<file path="config.mk">
export PLATFORM = sky130hd
export DESIGN_NAME = ooo_core_top
export DESIGN_NICKNAME = d
export VERILOG_FILES = /design/src/rob_pkg.sv /design/src/alu_unit.sv /design/src/branch_unit.sv /design/src/ooo_core_top.sv /design/src/reorder_buffer.sv
export VERILOG_INCLUDE_DIRS = /design/src
export SDC_FILE = /design/constraint.sdc
export NUM_CORES = 1
export LEC_CHECK = 0
export ABC_CLOCK_PERIOD_IN_PS = 4700
export BUFFER_PORTS_ARGS = -buffer_cell sky130_fd_sc_hd__buf_2
export CAP_MARGIN = 30
export CORE_ASPECT_RATIO = 1.1
export CORE_MARGIN = 1.5
export CORE_UTILIZATION = 55
export CTS_CLUSTER_DIAMETER = 60
export DETAILED_ROUTE_END_ITERATION = 12
export GPL_TIMING_DRIVEN = 0
export PLACE_DENSITY = 0.87
export SLEW_MARGIN = 30
export SYNTH_ARGS = -nofsm -noshare
export SYNTH_HDL_FRONTEND = slang
export SYNTH_SLANG_ARGS = --single-unit
</file>
<file path="constraint.sdc">
create_clock -name clk -period 4.7 [get_ports clk]
set_input_delay 0.705 -clock clk [delete_from_list [all_inputs] [get_ports clk]]
set_output_delay 0.705 -clock clk [all_outputs]
set_load 0.01 [all_outputs]
</file>
<file path="src/rob_params.svh">
`ifndef ROB_PARAMS_SVH
`define ROB_PARAMS_SVH

// data path width in bits
`define ROB_XLEN 32

// number of reorder buffer entries, a power of two
`define ROB_DEPTH 8

// tag width is log2 of the depth
`define ROB_TAG_W 3

`endif

</file>
<file path="src/rob_pkg.sv">
`include "rob_params.svh"

package rob_pkg;

	// decoded operation classes seen by the reorder buffer and the units
	// arithmetic ops go to the alu, the last three to the branch unit
	typedef enum logic [3:0] {
		op_add = 4'd0,
		op_sub = 4'd1,
		op_and = 4'd2,
		op_or  = 4'd3,
		op_xor = 4'd4,
		op_slt = 4'd5,
		op_beq = 4'd6,
		op_blt = 4'd7,
		op_jal = 4'd8
	} opcode_e;

	// index of a reorder buffer entry, wraps modulo the depth
	typedef logic [`ROB_TAG_W-1:0] rob_tag_t;

	// one data word, also used for pc values and offsets
	typedef logic [`ROB_XLEN-1:0] word_t;

endpackage

</file>
<file path="src/alu_unit.sv">
`timescale 1ns/1ns
`include "rob_params.svh"

module alu_unit
	import rob_pkg::*;
(
	input  logic     clk,
	input  logic     rst,
	input  logic     issue_i,
	input  rob_tag_t tag_i,
	input  opcode_e  op_i,
	input  word_t    a_i,
	input  word_t    b_i,
	output logic     done_o,
	output rob_tag_t tag_o,
	output word_t    result_o
);

	word_t alu_res;
	logic  less_than;

	// signed compare for slt
	assign less_than = $signed(a_i) < $signed(b_i);

	always_comb begin
		case (op_i)
			op_add: alu_res = a_i + b_i;
			op_sub: alu_res = a_i - b_i;
			op_and: alu_res = a_i & b_i;
			op_or:  alu_res = a_i | b_i;
			op_xor: alu_res = a_i ^ b_i;
			op_slt: alu_res = {{(`ROB_XLEN-1){1'b0}}, less_than};
			// branch ops never reach this unit
			default: alu_res = '0;
		endcase
	end

	// completion strobe, one cycle after issue
	always_ff @(posedge clk) begin
		if (rst) begin
			done_o <= 1'b0;
		end else begin
			done_o <= issue_i;
		end
	end

	// result and tag only move on a new issue
	always_ff @(posedge clk) begin
		if (issue_i) begin
			tag_o    <= tag_i;
			result_o <= alu_res;
		end
	end

endmodule

</file>
<file path="src/branch_unit.sv">
`timescale 1ns/1ns
`include "rob_params.svh"

module branch_unit
	import rob_pkg::*;
(
	input  logic     clk,
	input  logic     rst,
	input  logic     issue_i,
	input  rob_tag_t tag_i,
	input  opcode_e  op_i,
	input  word_t    a_i,
	input  word_t    b_i,
	input  word_t    pc_i,
	input  word_t    imm_i,
	input  logic     pred_i,
	output logic     done_o,
	output rob_tag_t tag_o,
	output logic     taken_o,
	output logic     mispredict_o,
	output word_t    target_o,
	output word_t    link_o
);

	logic     cond_taken;
	logic     s1_valid;
	rob_tag_t s1_tag;
	logic     s1_taken;
	logic     s1_pred;
	word_t    s1_jump_pc;
	word_t    s1_next_pc;
	word_t    sel_target;

	// stage one, condition evaluation
	always_comb begin
		case (op_i)
			op_beq:  cond_taken = (a_i == b_i);
			op_blt:  cond_taken = $signed(a_i) < $signed(b_i);
			op_jal:  cond_taken = 1'b1;
			default: cond_taken = 1'b0;
		endcase
	end

	always_ff @(posedge clk) begin
		if (rst) begin
			s1_valid <= 1'b0;
			done_o   <= 1'b0;
		end else begin
			s1_valid <= issue_i;
			done_o   <= s1_valid;
		end
	end

	always_ff @(posedge clk) begin
		if (issue_i) begin
			s1_tag     <= tag_i;
			s1_taken   <= cond_taken;
			s1_pred    <= pred_i;
			s1_jump_pc <= pc_i + imm_i;
			s1_next_pc <= pc_i + word_t'(4);
		end
	end

	// stage two picks where fetch should have gone
	assign sel_target = s1_taken ? s1_jump_pc : s1_next_pc;

	always_ff @(posedge clk) begin
		if (s1_valid) begin
			tag_o        <= s1_tag;
			taken_o      <= s1_taken;
			mispredict_o <= s1_taken != s1_pred;
			target_o     <= sel_target;
			link_o       <= s1_next_pc;
		end
	end

endmodule

</file>
<file path="src/ooo_core_top.sv">
`timescale 1ns/1ns
`include "rob_params.svh"

module ooo_core_top
	import rob_pkg::*;
(
	input  logic       clk,
	input  logic       rst,
	input  logic       dispatch_valid_i,
	input  opcode_e    dispatch_op_i,
	input  logic [4:0] dispatch_rd_i,
	input  word_t      dispatch_pc_i,
	input  word_t      dispatch_a_i,
	input  word_t      dispatch_b_i,
	input  word_t      dispatch_imm_i,
	input  logic       dispatch_pred_i,
	output logic       commit_valid_o,
	output rob_tag_t   commit_tag_o,
	output logic [4:0] commit_rd_o,
	output logic       commit_wen_o,
	output word_t      commit_data_o,
	output logic       redirect_valid_o,
	output word_t      redirect_pc_o,
	output logic       full_o
);

	logic     alu_issue;
	logic     br_issue;
	rob_tag_t issue_tag;
	logic     alu_done;
	rob_tag_t alu_tag;
	word_t    alu_result;
	logic     br_done;
	rob_tag_t br_tag;
	logic     br_mispredict;
	word_t    br_target;
	word_t    br_link;

	reorder_buffer u_rob (
		.clk              (clk),
		.rst              (rst),
		.dispatch_valid_i (dispatch_valid_i),
		.dispatch_op_i    (dispatch_op_i),
		.dispatch_rd_i    (dispatch_rd_i),
		.alu_issue_o      (alu_issue),
		.br_issue_o       (br_issue),
		.issue_tag_o      (issue_tag),
		.alu_done_i       (alu_done),
		.alu_tag_i        (alu_tag),
		.alu_result_i     (alu_result),
		.br_done_i        (br_done),
		.br_tag_i         (br_tag),
		.br_mispredict_i  (br_mispredict),
		.br_target_i      (br_target),
		.br_link_i        (br_link),
		.commit_valid_o   (commit_valid_o),
		.commit_tag_o     (commit_tag_o),
		.commit_rd_o      (commit_rd_o),
		.commit_wen_o     (commit_wen_o),
		.commit_data_o    (commit_data_o),
		.redirect_valid_o (redirect_valid_o),
		.redirect_pc_o    (redirect_pc_o),
		.full_o           (full_o)
	);

	// operands fan out to both units, each latches on its own issue
	alu_unit u_alu (
		.clk      (clk),
		.rst      (rst),
		.issue_i  (alu_issue),
		.tag_i    (issue_tag),
		.op_i     (dispatch_op_i),
		.a_i      (dispatch_a_i),
		.b_i      (dispatch_b_i),
		.done_o   (alu_done),
		.tag_o    (alu_tag),
		.result_o (alu_result)
	);

	// taken is not needed by the buffer, the mispredict flag carries it
	branch_unit u_br (
		.clk          (clk),
		.rst          (rst),
		.issue_i      (br_issue),
		.tag_i        (issue_tag),
		.op_i         (dispatch_op_i),
		.a_i          (dispatch_a_i),
		.b_i          (dispatch_b_i),
		.pc_i         (dispatch_pc_i),
		.imm_i        (dispatch_imm_i),
		.pred_i       (dispatch_pred_i),
		.done_o       (br_done),
		.tag_o        (br_tag),
		.taken_o      (),
		.mispredict_o (br_mispredict),
		.target_o     (br_target),
		.link_o       (br_link)
	);

endmodule

</file>
<file path="src/reorder_buffer.sv">
`timescale 1ns/1ns
`include "rob_params.svh"

module reorder_buffer
	import rob_pkg::*;
(
	input  logic       clk,
	input  logic       rst,
	input  logic       dispatch_valid_i,
	input  opcode_e    dispatch_op_i,
	input  logic [4:0] dispatch_rd_i,
	output logic       alu_issue_o,
	output logic       br_issue_o,
	output rob_tag_t   issue_tag_o,
	input  logic       alu_done_i,
	input  rob_tag_t   alu_tag_i,
	input  word_t      alu_result_i,
	input  logic       br_done_i,
	input  rob_tag_t   br_tag_i,
	input  logic       br_mispredict_i,
	input  word_t      br_target_i,
	input  word_t      br_link_i,
	output logic       commit_valid_o,
	output rob_tag_t   commit_tag_o,
	output logic [4:0] commit_rd_o,
	output logic       commit_wen_o,
	output word_t      commit_data_o,
	output logic       redirect_valid_o,
	output word_t      redirect_pc_o,
	output logic       full_o
);

	typedef logic [`ROB_TAG_W:0] cnt_t;

	// entry storage
	opcode_e               ent_op   [`ROB_DEPTH];
	logic [4:0]            ent_rd   [`ROB_DEPTH];
	word_t                 ent_data [`ROB_DEPTH];
	logic [`ROB_DEPTH-1:0] ent_valid;
	logic [`ROB_DEPTH-1:0] ent_rdy;

	rob_tag_t head;
	rob_tag_t tail;
	cnt_t     count;

	logic     alloc;
	logic     commit;
	logic     flush;
	logic     alu_wb;
	logic     br_wb;
	rob_tag_t br_off;

	function automatic logic is_branch_op(opcode_e op);
		return (op == op_beq) || (op == op_blt) || (op == op_jal);
	endfunction

	// everything except conditional branches writes rd
	function automatic logic writes_rd(opcode_e op);
		return (op != op_beq) && (op != op_blt);
	endfunction

	// a stale result from a squashed branch must not redirect
	assign flush = br_done_i && br_mispredict_i && ent_valid[br_tag_i];

	assign full_o = count[`ROB_TAG_W];

	// dispatch in a redirect cycle is dropped, it belongs to the wrong path
	assign alloc       = dispatch_valid_i && !full_o && !flush;
	assign alu_issue_o = alloc && !is_branch_op(dispatch_op_i);
	assign br_issue_o  = alloc && is_branch_op(dispatch_op_i);
	assign issue_tag_o = tail;

	assign alu_wb = alu_done_i && ent_valid[alu_tag_i];
	assign br_wb  = br_done_i && ent_valid[br_tag_i];

	// age of the resolving branch relative to the head
	assign br_off = br_tag_i - head;

	// head of the buffer retires once its result is in
	assign commit         = ent_valid[head] && ent_rdy[head];
	assign commit_valid_o = commit;
	assign commit_tag_o   = head;
	assign commit_rd_o    = ent_rd[head];
	assign commit_data_o  = ent_data[head];
	assign commit_wen_o   = commit && writes_rd(ent_op[head]) && (ent_rd[head] != 5'd0);

	assign redirect_valid_o = flush;
	assign redirect_pc_o    = br_target_i;

	// head, tail and occupancy
	always_ff @(posedge clk) begin
		if (rst) begin
			head  <= '0;
			tail  <= '0;
			count <= '0;
		end else begin
			if (commit) begin
				head <= head + 1'b1;
			end
			if (flush) begin
				// keep everything up to and including the branch
				tail  <= br_tag_i + 1'b1;
				count <= cnt_t'(br_off) + cnt_t'(1) - cnt_t'(commit);
			end else begin
				if (alloc) begin
					tail <= tail + 1'b1;
				end
				count <= count + cnt_t'(alloc) - cnt_t'(commit);
			end
		end
	end

	// per entry valid and ready bits
	always_ff @(posedge clk) begin
		if (rst) begin
			ent_valid <= '0;
			ent_rdy   <= '0;
		end else begin
			for (int i = 0; i < `ROB_DEPTH; i++) begin
				if (alloc && (tail == rob_tag_t'(i))) begin
					ent_valid[i] <= 1'b1;
					ent_rdy[i]   <= 1'b0;
				end
				if ((alu_wb && (alu_tag_i == rob_tag_t'(i))) ||
				    (br_wb && (br_tag_i == rob_tag_t'(i)))) begin
					ent_rdy[i] <= 1'b1;
				end
				if (commit && (head == rob_tag_t'(i))) begin
					ent_valid[i] <= 1'b0;
				end
				// squash anything younger than the mispredicted branch
				if (flush && (rob_tag_t'(rob_tag_t'(i) - head) > br_off)) begin
					ent_valid[i] <= 1'b0;
				end
			end
		end
	end

	// payload, written at allocation and at writeback
	always_ff @(posedge clk) begin
		if (alloc) begin
			ent_op[tail]   <= dispatch_op_i;
			ent_rd[tail]   <= dispatch_rd_i;
			ent_data[tail] <= '0;
		end
		if (alu_wb) begin
			ent_data[alu_tag_i] <= alu_result_i;
		end
		// jal returns its link value, conditional branches leave data alone
		if (br_wb && (ent_op[br_tag_i] == op_jal)) begin
			ent_data[br_tag_i] <= br_link_i;
		end
	end

endmodule

</file>
* Word-level counts from Yosys, hierarchy flattened
Memories as Yosys holds them, arrays and structs flattened. A register that Yosys moved wholly into a read port is not among the register bits. Cells that the tools add are included.
Storage, ports and cells: register bits 201, RAM bits 328, memories kept 3
Memory list:
- u_rob.ent_data | depth 8, bits a word 32, read ports 1, clocked after memory_dff 1, wr ports 3, line reorder_buffer.sv:38 | word_t ent_data [`ROB_DEPTH];
- u_rob.ent_rd | depth 8, bits a word 5, read ports 1, clocked after memory_dff 1, wr ports 1, line reorder_buffer.sv:37 | logic [4:0] ent_rd [`ROB_DEPTH];
- u_rob.ent_op | depth 8, bits a word 4, read ports 2, clocked after memory_dff 2, wr ports 1, line reorder_buffer.sv:36 | opcode_e ent_op [`ROB_DEPTH];
Operators by class: $add $sub $neg 20, order comparisons 12, equal/unequal tests 41, multiplexer cells 43, bitwise logic cells 3, reductions and logical operators 89
Operator list (count):
- 32-bit case mux with 6 select lines | 1
- 32-bit adder | 2
- 1-bit logical AND | 53
- 3-bit equality test (second input constant) | 16
- 32-bit by 3-bit adder with 32-bit output (second input constant) | 1
- 32-bit AND | 1
- 32-bit equality test | 1
- 32-bit less-than comparator | 1
- 32-bit two-way mux | 1
- 32-bit bitwise OR | 1
- 32-bit subtractor | 1
- 32-bit bitwise XOR | 1
- 3-bit two-way mux | 9
- 1-bit two-way mux | 26
- 3-bit by 2-bit equality test with 1-bit output (second input constant) | 8
- 3-bit greater-than comparator | 8
- 3-bit OR reduction | 8
- 2-bit nonzero test | 9
- 4-bit by 3-bit equality test with 1-bit output (second input constant) | 4
- 1-bit binary-select mux with 3-bit select | 4
- 3-bit by 1-bit equality test with 1-bit output (second input constant) | 4
- 3-bit logical NOT | 4
- 3-bit by 4-bit less-than comparator with 1-bit output (second input constant) | 3
- 3-bit subtractor (first input constant) | 4
- 18 further kinds | 37

* Depth between registers and ports, before layout
word-level depth 8, gate-level depth with buffers 13, mapped depth without buffers 13

* Cells and area by module
Synthesis repeated with hierarchy kept, for this count alone.
Second synthesis, totals: cell total of the unflattened synthesis 2972, area total of the unflattened synthesis 32283.5 um^2
By module, submodules not included:
- reorder_buffer | instances 1, cells each 1591, area each 18889.4 um^2, sequential area each 10430.0 um^2
- branch_unit | instances 1, cells each 617, area each 7637.3 um^2, sequential area each 4184.0 um^2
- alu_unit | instances 1, cells each 764, area each 5756.8 um^2, sequential area each 1071.0 um^2

* Least setup slack after synthesis
OpenSTA, ideal clock, no wires.
path kind register to register, from register u_br.tag_o[1], to register u_br.s1_jump_pc[0], enable pin, setup time 497 ps, data arrival time 4452 ps, setup slack -248 ps, stages on the path, launching flop included 8, clock period less this slack 4948 ps, path through edfxtp_1 buf_2 mux2_2 a21oi_1 o21ai_1 nand4_2 nand2_1 nor2_1
Between the ends: word-level cells in the longest chain between the ends 6
Ends and longest elaborated chain:
- start, declared | line branch_unit.sv:18 | output rob_tag_t tag_o,
- start signal, assigned | line branch_unit.sv:69 | tag_o <= s1_tag;
- 1-bit binary-select mux with 3-bit select | line reorder_buffer.sv:63 | assign flush = br_done_i && br_mispredict_i && ent_valid[br_tag_i];
- 1-bit two-way mux (implied by the code) | line reorder_buffer.sv:63
- 1-bit logical AND | line reorder_buffer.sv:63
- 1-bit logical NOT | line reorder_buffer.sv:68 | assign alloc = dispatch_valid_i && !full_o && !flush;
- 1-bit logical AND | line reorder_buffer.sv:68
- 1-bit logical AND | line reorder_buffer.sv:70 | assign br_issue_o = alloc && is_branch_op(dispatch_op_i);
- net br_issue | line ooo_core_top.sv:28 | logic br_issue;
- end signal, assigned | line branch_unit.sv:59 | s1_jump_pc <= pc_i + imm_i;
- end, declared | line branch_unit.sv:30 | word_t s1_jump_pc;
The timed path passes the listed nets, and every way through them passes these cells. The select of a mux whose other input is x is not followed. A chain may end at the register's enable or synchronous reset.

==> impl_metrics.json <==
{
  "core_um2": 56130,
  "clk_latency_ns": 0.61,
  "mostFrequentLayoutCell": "nand2_1",
  "dr_total_vias": 26417,
  "pin_count": 217,
  "crit_chain": "clkbuf_1 > clkbuf_1 > buf_2 > mux4_2 > mux2_2 > buf_2",
  "ant_nets": 0,
  "clock_sinks": 535,
  "place_area_um2": 33720,
  "ir_drop_mv": 0.3261,
  "dpl.hpwl_um": 67810,
  "worst_hold_slack_ns": 0.3310,
  "wire_per_inst_um": 23.70,
  "drt_iter0_markers": 3761,
  "rows": 91,
  "slew-limit-headroom_pct": 26.82,
  "worstPathArrival_ns": 3.71,
  "powerDensity_nw_per_um2": 326.5,
  "synth-main-ff-cell": "edfxtp_1",
  "final_cell_area_um2": 35350,
  "cp.required_ns": 3.99,
  "die_w_um": 230.4,
  "yosys.area.top_type_share_pct": 47.98,
  "place_congestion": 0.9765,
  "most-common-layout-cells": "nand2_1, edfxtp_1, nand3_1",
  "worstSetupStartpointType": "flop",
  "r2r_start": "u_br.tag_o[0]",
  "synth_edf_count": 500,
  "drive_gt1_share_pct": 16.56,
  "first_pass_iters": 12,
  "fin_crit_sh_pct": 93.89,
  "clockRootBuffer": "clkbuf_16",
  "ys_ff_latch": 535,
  "max_freq_ghz": 0.2266,
  "netlist-cell-type-count": 74,
  "path_clk_slew_ns": 0.06,
  "n_antenna_cell": 0,
  "synth_warnings": 0,
  "multi_input_area_um2": 14130,
  "hp-start": "dispatch_pc_i[0]",
  "fill_cells": 4201,
  "routed_via_density": 6.461,
  "ff_latch_area_um2": 15720,
  "status": "completed",
  "end_kind": "primary output",
  "seq_area_frac_synth_pct": 50.22,
  "area_growth_pct": 12.95,
  "cts_buffer_depth": 3,
  "rsz0062_at_grt": "false",
  "synth_area_per_cell_um2": 10.36,
  "synth.area.top_cells": "edfxtp_1, nand2_1, ha_1",
  "ctsHtreeMaxLevel": 2,
  "fin_nets": 3617,
  "antenna_found_initial": 2,
  "grt_pass1_vias": 25700,
  "stdcell_count": 4089,
  "finalCriticalPeriod_ns": 4.413,
  "crit_buf_inv": 4,
  "maxCapViolCount": 0,
  "syn_nets": 3331,
  "syn_inst": 3021,
  "initial_core_util_pct": 55.75,
  "synth_top_area_cell": "edfxtp_1",
  "cp_top_family": "buffers and inverters",
  "grt_use_total_pct": 32.50,
  "critPathSlowestCell": "clkbuf_1",
  "cts_hold_buf": 0,
  "worst-slew-pin-transition_ns": 1.098,
  "place_inst": 4000,
  "die_h_um": 253.2,
  "cp_max_fo": 10,
  "tns_ns": 0,
  "crit_path_max_incr_delay_ns": 0.62,
  "totalWireLength_um": 96910,
  "hold_class": "in -> reg",
  "cts_setup_buffers": 0,
  "maxSlewViolCount": 0,
  "leakage_nw": 13.47,
  "postSynth.asyncResetShare_pct": 0,
  "grt_pass1_wl_um": 145100,
  "cts_tree": "done",
  "portBuffers": 216,
  "hold_viol_final": 0,
  "cts_buffers": 49,
  "overflow": 0,
  "synth.cell_area_um2": 31290,
  "dieArea_um2": 58340,
  "route.detailed.drc": 0,
  "setup_viol": 0,
  "crit_type": "reg -> out",
  "finClkSkew_ns": 0.04320,
  "grt_max_degree": 40
}
## cell usage after synthesis (all sizes together), types with 10 or more instances
library cell  count
nand2           631
a22oi            11
o221ai           15
a31oi            21
or3              18
o21ai           105
clkbuf          128
a211oi           14
nor2            144
dfxtp            35
nor3             37
a311oi           13
mux4             75
nand3           257
nand4            18
o21bai           23
nand2b           19
and3             22
buf             101
mux2             73
ha              164
nor2b            20
and2             11
a2111oi          10
o211ai           33
edfxtp          500
inv             137
xor2             15
a21oi           136
o21a             17
a21o             31
xnor2            54
a221oi           12
nor4             15
## routing by layer
| layer | vias up | GRT usage, % | wire length, um |
|---|---|---|---|
| li1 | 11506 | - | - |
| met1 | 12219 | 38.92 | 32410 |
| met2 | 2194 | 54.41 | 45930 |
| met3 | 494 | 7.342 | 12500 |
| met4 | 4 | 17.95 | 6046 |
| met5 | - | 0 | 27 |
## power breakdown
part	total (mW)	switching (mW)	internal (mW)
logic	1.80	1.13	0.676
registers	5.62	0.132	5.49
clock network	4.11	1.83	2.29
total	11.5	3.09	8.45
## repair_timing
item	CTS	global route
endpoints found under the setup margin	0	4
gates resized for setup	0	2
hold endpoints to repair	0	0
## cell type report
type                       count  area share (%)
sequential                   535           44.47
multi-input combinational   2119           39.98
timing repair buffer         235           4.007
clock buffer                  57           3.614
buffer                       229           2.864
tap                          744           2.634
inverter                     138           1.466
clock inverter                32          0.9593
## stage by stage
stage               total power [mW]  utilization (%)  setup slack, ns
floorplan                      6.769                -           0.7951
global placement               7.355            59.34           -1.201
detailed placement             7.454            60.08           0.3688
CTS                            11.45            62.96           0.1087
global route                   11.80            62.97          0.08292
finish                         11.54            62.97           0.2871
## registers in the layout (all words and copies together), names as in the netlist, 3 cells and up, named ones only
| signal | flops |
|---|---|
| u_rob.ent_data | 256 |
| u_rob.ent_rd | 40 |
| u_alu.result_o | 32 |
| u_br.link_o | 32 |
| u_br.s1_jump_pc | 32 |
| u_br.s1_next_pc | 32 |
| u_br.target_o | 32 |
| u_rob.ent_op | 32 |
| u_rob.ent_rdy | 8 |
| u_rob.ent_valid | 8 |
| u_rob.count | 4 |
| u_alu.tag_o | 3 |
| u_br.s1_tag | 3 |
| u_br.tag_o | 3 |
| u_rob.commit_tag_o | 3 |
| u_rob.issue_tag_o | 3 |
## worst paths after layout
path | slack, ns | endpoint | cells after the start
worst max-delay path | 0.29 | commit_data_o[30] | 6
worst min-delay path | 0.33 | u_br.s1_next_pc[0] | 1
worst max register to register | 0.49 | u_rob.ent_data[4][11] | 10
worst min register to register | 0.45 | u_br.link_o[31] | 0
## cells by family (layout without fill, tap and decap cells)
logic type	after synthesis	count (layout)	synth area share [%]
DFF	535	535	50.22
buffers and inverters	367	691	4.886
adders and majority gates	169	169	6.877
AOI/OAI and AO/OA	500	500	10.46
and+or+nand+nor	1227	1227	17.41
muxes	154	154	8.216
xor gates and xnor gates	69	69	1.931
## worst register-to-register path, stage by stage (launching register included)
cell,delay [ns]
edfxtp_1,0.44
clkbuf_1,0.37
a21oi_1,0.16
a22oi_1,0.31
nand4_2,0.33
nand2_1,0.53
inv_1,0.22
nand3_1,0.17
inv_1,0.26
or3_2,0.84
buf_16,0.30
Note: power is estimated with default switching activity, not from simulation.
